## config.mk

```make
export PLATFORM = sky130hd
export DESIGN_NAME = writeback_top
export DESIGN_NICKNAME = d
export VERILOG_FILES = /design/src/wb_pkg.sv /design/src/wb_route.sv /design/src/wb_branch_check.sv /design/src/wb_halt_fsm.sv /design/src/wbaq_credit.sv /design/src/writeback_top.sv
export VERILOG_INCLUDE_DIRS = /design/src /design/src/src
export SDC_FILE = /design/constraint.sdc
export NUM_CORES = 1
export LEC_CHECK = 0
export BUFFER_PORTS_ARGS = -buffer_cell sky130_fd_sc_hd__buf_4
export CORE_AREA = 2 2 272 274
export DETAILED_ROUTE_END_ITERATION = 12
export DIE_AREA = 0 0 274 276
export RECOVER_POWER = 100
export SYNTH_ARGS = -nofsm -noshare
export SYNTH_HDL_FRONTEND = slang
export SYNTH_SLANG_ARGS = --single-unit
```

## constraint.sdc

```tcl
create_clock -name clk -period 9.71 [get_ports clk]
set_input_delay 2.913 -clock clk [delete_from_list [all_inputs] [get_ports clk]]
set_output_delay 2.913 -clock clk [all_outputs]
set_load 0.02 [all_outputs]
```

## src/wb_defines.svh

```systemverilog
`ifndef WB_DEFINES_SVH
`define WB_DEFINES_SVH

// result slots per retiring micro-op
`define WB_SLOTS 4

// width of one result word
`define WB_DATA_W 32

// entries in the memory write queue
`define WBAQ_DEPTH 4

// exception codes reported by writeback
`define IE_SEG_LIMIT 4'b0001
`define IE_INTERRUPT 4'b1000

`endif

```

## src/wb_pkg.sv

```systemverilog
`include "wb_defines.svh"

package wb_pkg;

    typedef logic [`WB_DATA_W-1:0] word_t;   // result or address
    typedef logic [2:0] reg_idx_t;           // gpr or segment index
    typedef logic [1:0] opsize_t;            // 0 byte, 1 word, 2 dword, 3 far ptr
    typedef logic [3:0] ie_type_t;

    // one result slot of the retiring op
    typedef struct packed {
        word_t data;
        word_t dest;     // low bits index a register, full word is a mem address
        logic  is_reg;
        logic  is_seg;
        logic  is_mem;
        logic  wb;
    } wb_slot_t;

    // branch outcome from execute
    typedef struct packed {
        logic  valid;
        logic  taken;
        logic  correct;
        word_t target;
    } br_info_t;

    typedef enum logic {
        RUN,
        HALTED
    } halt_state_t;

endpackage

```

## src/wb_route.sv

```systemverilog
`timescale 1ns/1ps
`include "wb_defines.svh"

module wb_route import wb_pkg::*; (
    input  wb_slot_t [`WB_SLOTS-1:0] slots,
    input  logic                     valid_out,
    input  opsize_t                  inpsize,
    input  logic [3:0]               memsize_ovr,
    input  logic                     op_far,
    output logic [`WB_SLOTS-1:0]     reg_ld,
    output logic [`WB_SLOTS-1:0]     seg_ld,
    output reg_idx_t [`WB_SLOTS-1:0] reg_addr,
    output reg_idx_t [`WB_SLOTS-1:0] seg_addr,
    output word_t [`WB_SLOTS-1:0]    res,
    output logic                     mem_any,
    output logic                     mem_ld,
    output word_t                    mem_addr,
    output word_t                    mem_data,
    output opsize_t                  memsize
);

    logic [`WB_SLOTS-1:0] mem_hit;   // slot wants memory, not yet gated

    genvar i;
    generate
        for (i = 0; i < `WB_SLOTS; i++) begin : g_slot
            assign reg_ld[i]   = slots[i].is_reg & slots[i].wb & valid_out;
            assign seg_ld[i]   = slots[i].is_seg & slots[i].wb & valid_out;
            assign mem_hit[i]  = slots[i].is_mem & slots[i].wb;
            assign reg_addr[i] = slots[i].dest[2:0];
            assign seg_addr[i] = slots[i].dest[2:0];
            if (i == 0) begin : g_far
                // far transfer keeps the CS selector in the upper half
                assign res[i] = op_far ? word_t'(slots[i].data >> 16) : slots[i].data;
            end else begin : g_pass
                assign res[i] = slots[i].data;
            end
        end
    endgenerate

    assign mem_any = |mem_hit;
    assign mem_ld  = mem_any & valid_out;

    // lowest memory slot wins, so scan downward
    always_comb begin
        mem_addr = '0;
        mem_data = '0;
        for (int s = `WB_SLOTS - 1; s >= 0; s--) begin
            if (mem_hit[s]) begin
                mem_addr = slots[s].dest;
                mem_data = slots[s].data;
            end
        end
    end

    always_comb begin
        memsize = op_far ? opsize_t'(2'd3) : inpsize;
        for (int k = 0; k < 4; k++) begin
            if (memsize_ovr[k]) begin
                memsize = opsize_t'(k);   // override bit k means size k
            end
        end
    end

endmodule

```

## src/wb_branch_check.sv

```systemverilog
`timescale 1ns/1ps
`include "wb_defines.svh"

module wb_branch_check import wb_pkg::*; (
    input  logic        valid_in,
    input  logic        valid_out,
    input  br_info_t    br,
    input  logic        op_far,
    input  word_t       eip_in,
    input  word_t       slot0_data,
    input  logic [15:0] cs_in,
    input  logic [19:0] cs_lim,
    input  logic        ie_in,
    input  ie_type_t    ie_type_in,
    input  logic        interrupt_in,
    input  logic        halted,
    output word_t       new_eip,
    output word_t       new_fip,
    output logic        seg_fault,
    output logic        resteer,
    output logic        final_ie_val,
    output ie_type_t    final_ie_type
);

    word_t target;
    word_t line_end;
    word_t cs_max;
    logic  op_live;
    logic  op_ie;

    // far jumps take EIP from slot 0
    assign target   = op_far ? slot0_data : br.target;
    assign new_eip  = br.taken ? target : eip_in;
    assign new_fip  = {target[`WB_DATA_W-1:4], 4'h0};
    assign line_end = {target[`WB_DATA_W-1:4], 4'hf};   // last byte of the fetch line

    assign cs_max = word_t'({cs_in, 4'h0}) + word_t'(cs_lim);

    // a halted core retires nothing, so only interrupts count there
    assign op_live = valid_in & ~halted;
    assign op_ie   = ie_in & op_live;

    assign seg_fault = op_live & br.valid & br.taken & (line_end >= cs_max);

    assign final_ie_val = op_ie | seg_fault | interrupt_in;

    always_comb begin
        if (op_ie) begin
            final_ie_type = ie_type_in;
        end else if (seg_fault) begin
            final_ie_type = `IE_SEG_LIMIT;
        end else if (interrupt_in) begin
            final_ie_type = `IE_INTERRUPT;
        end else begin
            final_ie_type = '0;
        end
    end

    // mispredict only redirects fetch when the op really retires
    assign resteer = valid_out & br.valid & ~br.correct & ~final_ie_val;

endmodule

```

## src/wb_halt_fsm.sv

```systemverilog
`timescale 1ns/1ps

module wb_halt_fsm import wb_pkg::*; (
    input  logic clk,
    input  logic rst,
    input  logic retire_halt,
    input  logic interrupt_in,
    output logic halted
);

    halt_state_t state;
    halt_state_t state_nxt;

    always_comb begin
        state_nxt = state;
        case (state)
            RUN: begin
                if (retire_halt) begin
                    state_nxt = HALTED;
                end
            end
            HALTED: begin
                if (interrupt_in) begin
                    state_nxt = RUN;   // wakeup
                end
            end
            default: state_nxt = RUN;
        endcase
    end

    always_ff @(posedge clk) begin
        if (rst) begin
            state <= RUN;
        end else begin
            state <= state_nxt;
        end
    end

    assign halted = (state == HALTED);

    // retire is gated by halted in the top level, so no HLT can retire while halted
    a_no_halt_when_halted: assert property (
        @(posedge clk) disable iff (rst) (state == HALTED) |-> !retire_halt
    );

endmodule

```

## src/wbaq_credit.sv

```systemverilog
`timescale 1ns/1ps
`include "wb_defines.svh"

module wbaq_credit (
    input  logic clk,
    input  logic rst,
    input  logic push,
    input  logic drain,
    output logic full
);

    localparam int CNT_W = $clog2(`WBAQ_DEPTH + 1);

    logic [CNT_W-1:0] count;   // entries held in the queue

    always_ff @(posedge clk) begin
        if (rst) begin
            count <= '0;
        end else if (push && !drain) begin
            count <= count + 1'b1;
        end else if (drain && !push) begin
            count <= count - 1'b1;
        end
    end

    assign full = (count == CNT_W'(`WBAQ_DEPTH));

    // memory side only retires entries it holds
    a_no_drain_empty: assert property (
        @(posedge clk) disable iff (rst) drain |-> (count != '0)
    );

    // stall logic upstream must hold pushes off a full queue
    a_no_push_full: assert property (
        @(posedge clk) disable iff (rst) push |-> !full
    );

endmodule

```

## src/writeback_top.sv

```systemverilog
`timescale 1ns/1ps
`include "wb_defines.svh"

module writeback_top import wb_pkg::*; (
    input  logic                     clk,
    input  logic                     rst,
    input  logic                     valid_in,
    input  wb_slot_t [`WB_SLOTS-1:0] slots,
    input  opsize_t                  inpsize,
    input  logic [3:0]               memsize_ovr,
    input  word_t                    eip_in,
    input  logic [15:0]              cs_in,
    input  logic [19:0]              cs_lim,
    input  br_info_t                 br,
    input  logic                     op_halt,
    input  logic                     op_far,
    input  logic                     ie_in,
    input  ie_type_t                 ie_type_in,
    input  logic                     interrupt_in,
    input  logic                     wbaq_drain,
    output logic                     valid_out,
    output logic [`WB_SLOTS-1:0]     reg_ld,
    output logic [`WB_SLOTS-1:0]     seg_ld,
    output reg_idx_t [`WB_SLOTS-1:0] reg_addr,
    output reg_idx_t [`WB_SLOTS-1:0] seg_addr,
    output word_t [`WB_SLOTS-1:0]    res,
    output logic                     mem_ld,
    output word_t                    mem_addr,
    output word_t                    mem_data,
    output opsize_t                  memsize,
    output word_t                    new_eip,
    output word_t                    new_fip,
    output logic                     resteer,
    output logic                     final_ie_val,
    output ie_type_t                 final_ie_type,
    output logic                     halted,
    output logic                     stall
);

    logic mem_any;
    logic seg_fault;
    logic wbaq_full;
    logic retire_halt;

    // hold the op while its memory write has no queue credit
    assign stall       = valid_in & mem_any & wbaq_full;
    assign valid_out   = valid_in & ~stall & ~halted & ~final_ie_val;
    assign retire_halt = op_halt & valid_out;

    wb_route u_route (
        .slots       (slots),
        .valid_out   (valid_out),
        .inpsize     (inpsize),
        .memsize_ovr (memsize_ovr),
        .op_far      (op_far),
        .reg_ld      (reg_ld),
        .seg_ld      (seg_ld),
        .reg_addr    (reg_addr),
        .seg_addr    (seg_addr),
        .res         (res),
        .mem_any     (mem_any),
        .mem_ld      (mem_ld),
        .mem_addr    (mem_addr),
        .mem_data    (mem_data),
        .memsize     (memsize)
    );

    wb_branch_check u_branch (
        .valid_in      (valid_in),
        .valid_out     (valid_out),
        .br            (br),
        .op_far        (op_far),
        .eip_in        (eip_in),
        .slot0_data    (slots[0].data),
        .cs_in         (cs_in),
        .cs_lim        (cs_lim),
        .ie_in         (ie_in),
        .ie_type_in    (ie_type_in),
        .interrupt_in  (interrupt_in),
        .halted        (halted),
        .new_eip       (new_eip),
        .new_fip       (new_fip),
        .seg_fault     (seg_fault),
        .resteer       (resteer),
        .final_ie_val  (final_ie_val),
        .final_ie_type (final_ie_type)
    );

    wb_halt_fsm u_halt (
        .clk          (clk),
        .rst          (rst),
        .retire_halt  (retire_halt),
        .interrupt_in (interrupt_in),
        .halted       (halted)
    );

    wbaq_credit u_credit (
        .clk   (clk),
        .rst   (rst),
        .push  (mem_ld),
        .drain (wbaq_drain),
        .full  (wbaq_full)
    );

    a_ovr_onehot: assert property (
        @(posedge clk) disable iff (rst) valid_in |-> $onehot0(memsize_ovr)
    );

    // write strobe and queue credit live in different blocks
    a_no_mem_ld_full: assert property (
        @(posedge clk) disable iff (rst) wbaq_full |-> !mem_ld
    );

    // a faulting branch neither retires nor redirects fetch
    a_seg_fault_blocks: assert property (
        @(posedge clk) disable iff (rst) seg_fault |-> (!valid_out && !resteer)
    );

endmodule

```

Word-level counts from Yosys, hierarchy flattened

Index checks and enable logic that the tools add are counted.

Input bits: 393
Memories: 0
RAM bits: 0
Bits in latches: 0
Word-level logic and storage cells: 78
Output and inout bits: 300
Register bits after elaboration: 4
Bits in read-only memories: 0

Magnitude comparators: 1
Bitwise logic cells: 41
Reduce and logical (&&, ||, !) cells: 6
Equality and inequality tests: 1
Mux-type cells: 24
Shift-type cells: 0
Divide/modulo/power cells: 0
$mul: 0
$add $sub $neg: 3

Operators by type and width:

| kind                                                                | number |
|---|---|
| 32-bit 2-to-1 mux                                                   | 11 |
| 1-bit bitwise AND                                                   | 35 |
| 32-bit >= comparator                                                | 1 |
| 20-bit by 20-bit adder with 21-bit output                           | 1 |
| 4-bit 2-to-1 mux                                                    | 3 |
| 2-bit 2-to-1 mux                                                    | 5 |
| 3-bit 2-to-1 mux                                                    | 2 |
| 1-bit NOT                                                           | 4 |
| 4-bit OR reduction                                                  | 1 |
| 3-bit by 1-bit adder with 3-bit output (second input constant)      | 1 |
| 3-bit equality test (second input constant)                         | 1 |
| 3-bit by 1-bit subtractor with 3-bit output (second input constant) | 1 |
| 1-bit logical AND                                                   | 2 |
| 1-bit zero test                                                     | 2 |
| 1-bit 2-to-1 mux                                                    | 2 |
| 1-bit OR                                                            | 2 |
| 1-bit one-hot mux with 2 select lines                               | 1 |
| 2-bit nonzero test                                                  | 1 |

Depth between registers and ports, before layout

Word-level depth: 14
Gate-level depth with buffers: 22
Depth with buffers taken out: 22

Modules after synthesis

From an unflattened synthesis, not the netlist that was laid out.

Cells, all modules: 824
Area total of the unflattened synthesis: 5,716.7 µm²

Modules (own cells, without submodules):

| module          | times used | sequential area each (µm²) | area an instance (µm²) | cells each |
|---|---|---|---|---|
| wb_route        | 1          | 0.0                        | 3,479.6                | 547 |
| wb_branch_check | 1          | 0.0                        | 1,995.7                | 253 |
| wbaq_credit     | 1          | 60.1                       | 158.9                  | 16 |
| wb_halt_fsm     | 1          | 20.0                       | 48.8                   | 4 |
| writeback_top   | 1          | 0.0                        | 33.8                   | 4 |

Worst setup path before layout

Ideal clock, no wire load.

Path kind: input port to output port
From: input cs_in[6]
To: output reg_ld[1]
Data arrival time: 6.168 ns
Cell stages on the path: 14
Path buffers: 0
Required time: 6.797 ns
Slack: 0.629 ns
Cells stage by stage: ha_1 -> a21o_1 -> a221oi_2 -> a21bo_2 -> a31o_1 -> o41ai_2 -> xor2_1 -> ha_1 -> a21oi_1 -> o21ai_0 -> nor4_2 -> and3b_1 -> a221oi_2 -> nor4_1

Cells in the longest elaborated chain, start to end: 8

Ends and longest elaborated chain:

| element                                   | line                  | text |
|---|---|---|
| from (decl)                               | writeback_top.sv:12   | `input logic [15:0] cs_in,` |
| 20-bit by 20-bit adder with 21-bit output | wb_branch_check.sv:37 | `assign cs_max = word_t'({cs_in, 4'h0}) + word_t'(cs_lim);` |
| 32-bit >= comparator                      | wb_branch_check.sv:43 | `assign seg_fault = op_live & br.valid & br.taken & (line_end >= cs_max);` |
| 1-bit bitwise AND                         | wb_branch_check.sv:43 |  |
| 1-bit OR (2 in a row)                     | wb_branch_check.sv:45 | `assign final_ie_val = op_ie \| seg_fault \| interrupt_in;` |
| 1-bit NOT                                 | writeback_top.sv:47   | `assign valid_out = valid_in & ~stall & ~halted & ~final_ie_val;` |
| 1-bit bitwise AND                         | writeback_top.sv:47   |  |
| 1-bit bitwise AND                         | wb_route.sv:27        | `assign reg_ld[i] = slots[i].is_reg & slots[i].wb & valid_out;` |
| to (decl)                                 | writeback_top.sv:22   | `` output logic [`WB_SLOTS-1:0] reg_ld, `` |

No other way between the ends.

Worst setup path after layout

From: input cs_in[7]
To: output mem_ld

Cells in the longest elaborated chain, start to end: 8

Ends and longest elaborated chain:

| element                                   | line                  | text |
|---|---|---|
| 20-bit by 20-bit adder with 21-bit output | wb_branch_check.sv:37 |  |
| 32-bit >= comparator                      | wb_branch_check.sv:43 |  |
| 1-bit bitwise AND                         | wb_branch_check.sv:43 |  |
| 1-bit OR (2 in a row)                     | wb_branch_check.sv:45 |  |
| 1-bit NOT                                 | writeback_top.sv:47   |  |
| 1-bit bitwise AND                         | writeback_top.sv:47   |  |
| 1-bit bitwise AND                         | wb_route.sv:42        | `assign mem_ld = mem_any & valid_out;` |
| to (decl)                                 | writeback_top.sv:27   | `output logic mem_ld,` |

No other way between the ends.

==> metrics.txt <==
Synth area leader buf_4; Setup Skew 0.00145 ns; Ports 693; Fmax 0.105 GHz; core area 72600 um2; Slew HR 18.4%; GRT Util Overall 13.2%; Cell variety after synth 55; Final Setup Violations 0; WL/cell 24.3 um; Yosys warnings 0; clk slew on worst S/H paths 0.03 ns; Clock Path Buffers 2; Crit Path Class primary input to output pin; CP Capture Type output pin; CTS tree built; Post-Syn Instances 725; CTS sink cnt 4; port bufs 688; Synth Flop Type dfxtp_1; starting density of the core 6.84%; clk_lat worst skew 0.22 ns; global route hottest layer met2; startpoint type of the worst setup path primary input; worst hold path class flip-flop to flip-flop; fin nets 1693; Design Area, Final 9660 um2; post-synthesis async set-or-reset flop share 0%; ANT nets after route 0; Final Max Tran Viols 0; met3 Resource Use GR 3.54%; Placement Setup Slack 0.102 ns; CP arrival 6.59 ns; Tcrit/Tclk final 97.8%; Core Rows 99; main area contributors after synthesis buf_4 (19%), a222oi_1 (13%), a21oi_1 (8.9%); HPWL after detailed placement 48700 um; CTS Hold Bufs 0; Via Count 8119; antenna violations before repair 29; leak pwr 4.27 nW; Iteration-0 DRC Markers 767; number of global-route vias before repair 7794; GRT Residual Overflow 0; worst-margin pin slew 1.21 ns; post-synth top area share 18.8%; Mapped Area 4960 um2; Num CTS Buffers 3; reg-to-reg slack, setup 6.50 ns; largest net degree at the start of global routing 66; # fillers 8717; detailed-route DRC error count 0; maximum vdd drop 0.0621 mV; post-synthesis sequential area ratio 1.61%; MaxCap Viol Count 0; final setup margin 0.211 ns; die area 75600 um2; top cells by count, synth buf_4 (124), nor2_1 (89), a21oi_1 (88), a222oi_1 (64), clkbuf_1 (46); Power Dens Cells 73.0 nW/um2; depth of the CTS H-tree 1; min cycle time layout 9.50 ns; M2 GR Usage 22.8%; Synth Register Bits 4; Final GP Congestion 0.894; CP required 6.80 ns; GR Util met1 16.4%; clk root buf clkbuf_16; synthesis-to-layout area growth 94.8%; final hold vios 0; syn avg cell area 6.84 um2; chip width 274 um; DP Area 10400 um2; status finished clean; Max FO, Critical Path 15; Post-synth EDFFs 0; drt pass-1 iters 8; Die Ht 276 um; Routed WL 54300 um; first-pass GRT wire length 67800 um; most frequent cell after synthesis buf_4; Via density 3.63; share of post-route cells with drive strength above 1 41.8%
[flip-flops by register name, indices dropped and copies added, names as in the netlist]
name,cells
u_credit.count,3
u_halt.halted,1
[worst max-delay path, stage by stage]
cell	delay, ns
buf_4	0.11
ha_1	0.34
and3_1	0.21
a221oi_2	0.27
a21bo_2	0.28
a31o_1	0.25
o41ai_2	0.33
xor2_1	0.11
ha_1	0.19
a21oi_1	0.13
o21ai_0	0.11
nor4_2	0.32
and3b_1	0.22
a221oi_2	0.08
buf_12	0.16
a2111oi_4	0.35
buf_4	0.21
[power breakdown]
| part | switching [mW] | internal, mW |
|---|---|---|
| Sequential | 0.00188 | 0.0187 |
| Clock | 0.0104 | 0.0525 |
| Combinational | 0.370 | 0.253 |
| Total | 0.382 | 0.324 |
[placed cells by master (no fill, tap or decap), drive strengths merged, types with 7 or more instances in the layout]
cell type / netlist / final
mux2i: 8 / 8
ha: 34 / 34
buf: 128 / 476
nor4: 12 / 12
nor2: 89 / 89
o21ai: 37 / 37
inv: 39 / 39
a222oi: 64 / 64
mux2: 39 / 39
diode: 0 / 13
a21o: 11 / 11
nand2: 36 / 36
a21oi: 89 / 89
xor2: 9 / 9
nand3: 7 / 7
nor2b: 19 / 19
clkbuf: 46 / 232
[layout make-up]
class                      count  area [um2]  share of cell area, %
antenna                       13        32.5                  0.337
timing repair buffer         705        4470                   46.3
clock buffer                   3        75.1                  0.777
multi-input combinational    511        3660                   37.9
inverter                      39         146                   1.51
tap                          959        1200                   12.4
sequential                     4        80.1                  0.829
[final timing paths]
path | from | end | cells after the start
worst max-delay path | cs_in[7] | mem_ld | 17
worst min-delay path | u_halt.halted | u_halt.halted | 2
worst max register to register | u_halt.halted | u_credit.count[2] | 10
worst min register to register | u_halt.halted | u_halt.halted | 2
[per-layer routing]
metal	wire [um]	vias up	part of all wire, %
li1	-	3636	-
met1	22400	3849	41
met2	25700	578	47
met3	5230	46	9.6
met4	854	10	1.6
met5	65	-	0.12
[stage by stage]
step | instances | setup TNS (ns) | power [mW] | util (%) | hold slack, ns
finish | 2234 | 0 | 0.706 | 13.3 | 0.457
global route | 2227 | -0.0348 | 0.758 | 13.3 | 0.487
CTS | 2219 | 0 | 0.771 | 14.4 | 0.463
detailed placement | 2216 | 0 | 0.705 | 14.3 | 0.459
global placement | 2216 | 0 | 0.703 | 14.3 | 0.454
floorplan | 728 | 0 | 0.354 | - | 0.452
[timing repair]
| action | 4_1_cts | 5_1_grt |
|---|---|---|
| gates resized for setup | 0 | 5 |
| buffers inserted | 0 | 2 |
| setup endpoints to repair | 0 | 12 |
[logic make-up (layout without fill, tap and decap cells)]
group	Yosys count	in the layout	share of synthesized area [%]
compound gates	224	224	31.6
buf+inv	213	747	25.8
simple gates	185	185	18.4
mux	47	47	10.5
fa+ha+maj	36	36	9.38
xor+xnor	15	15	2.65
flops	4	4	1.61
other cells	1	17	0.0756
Note: power is estimated with default switching activity, not from simulation.
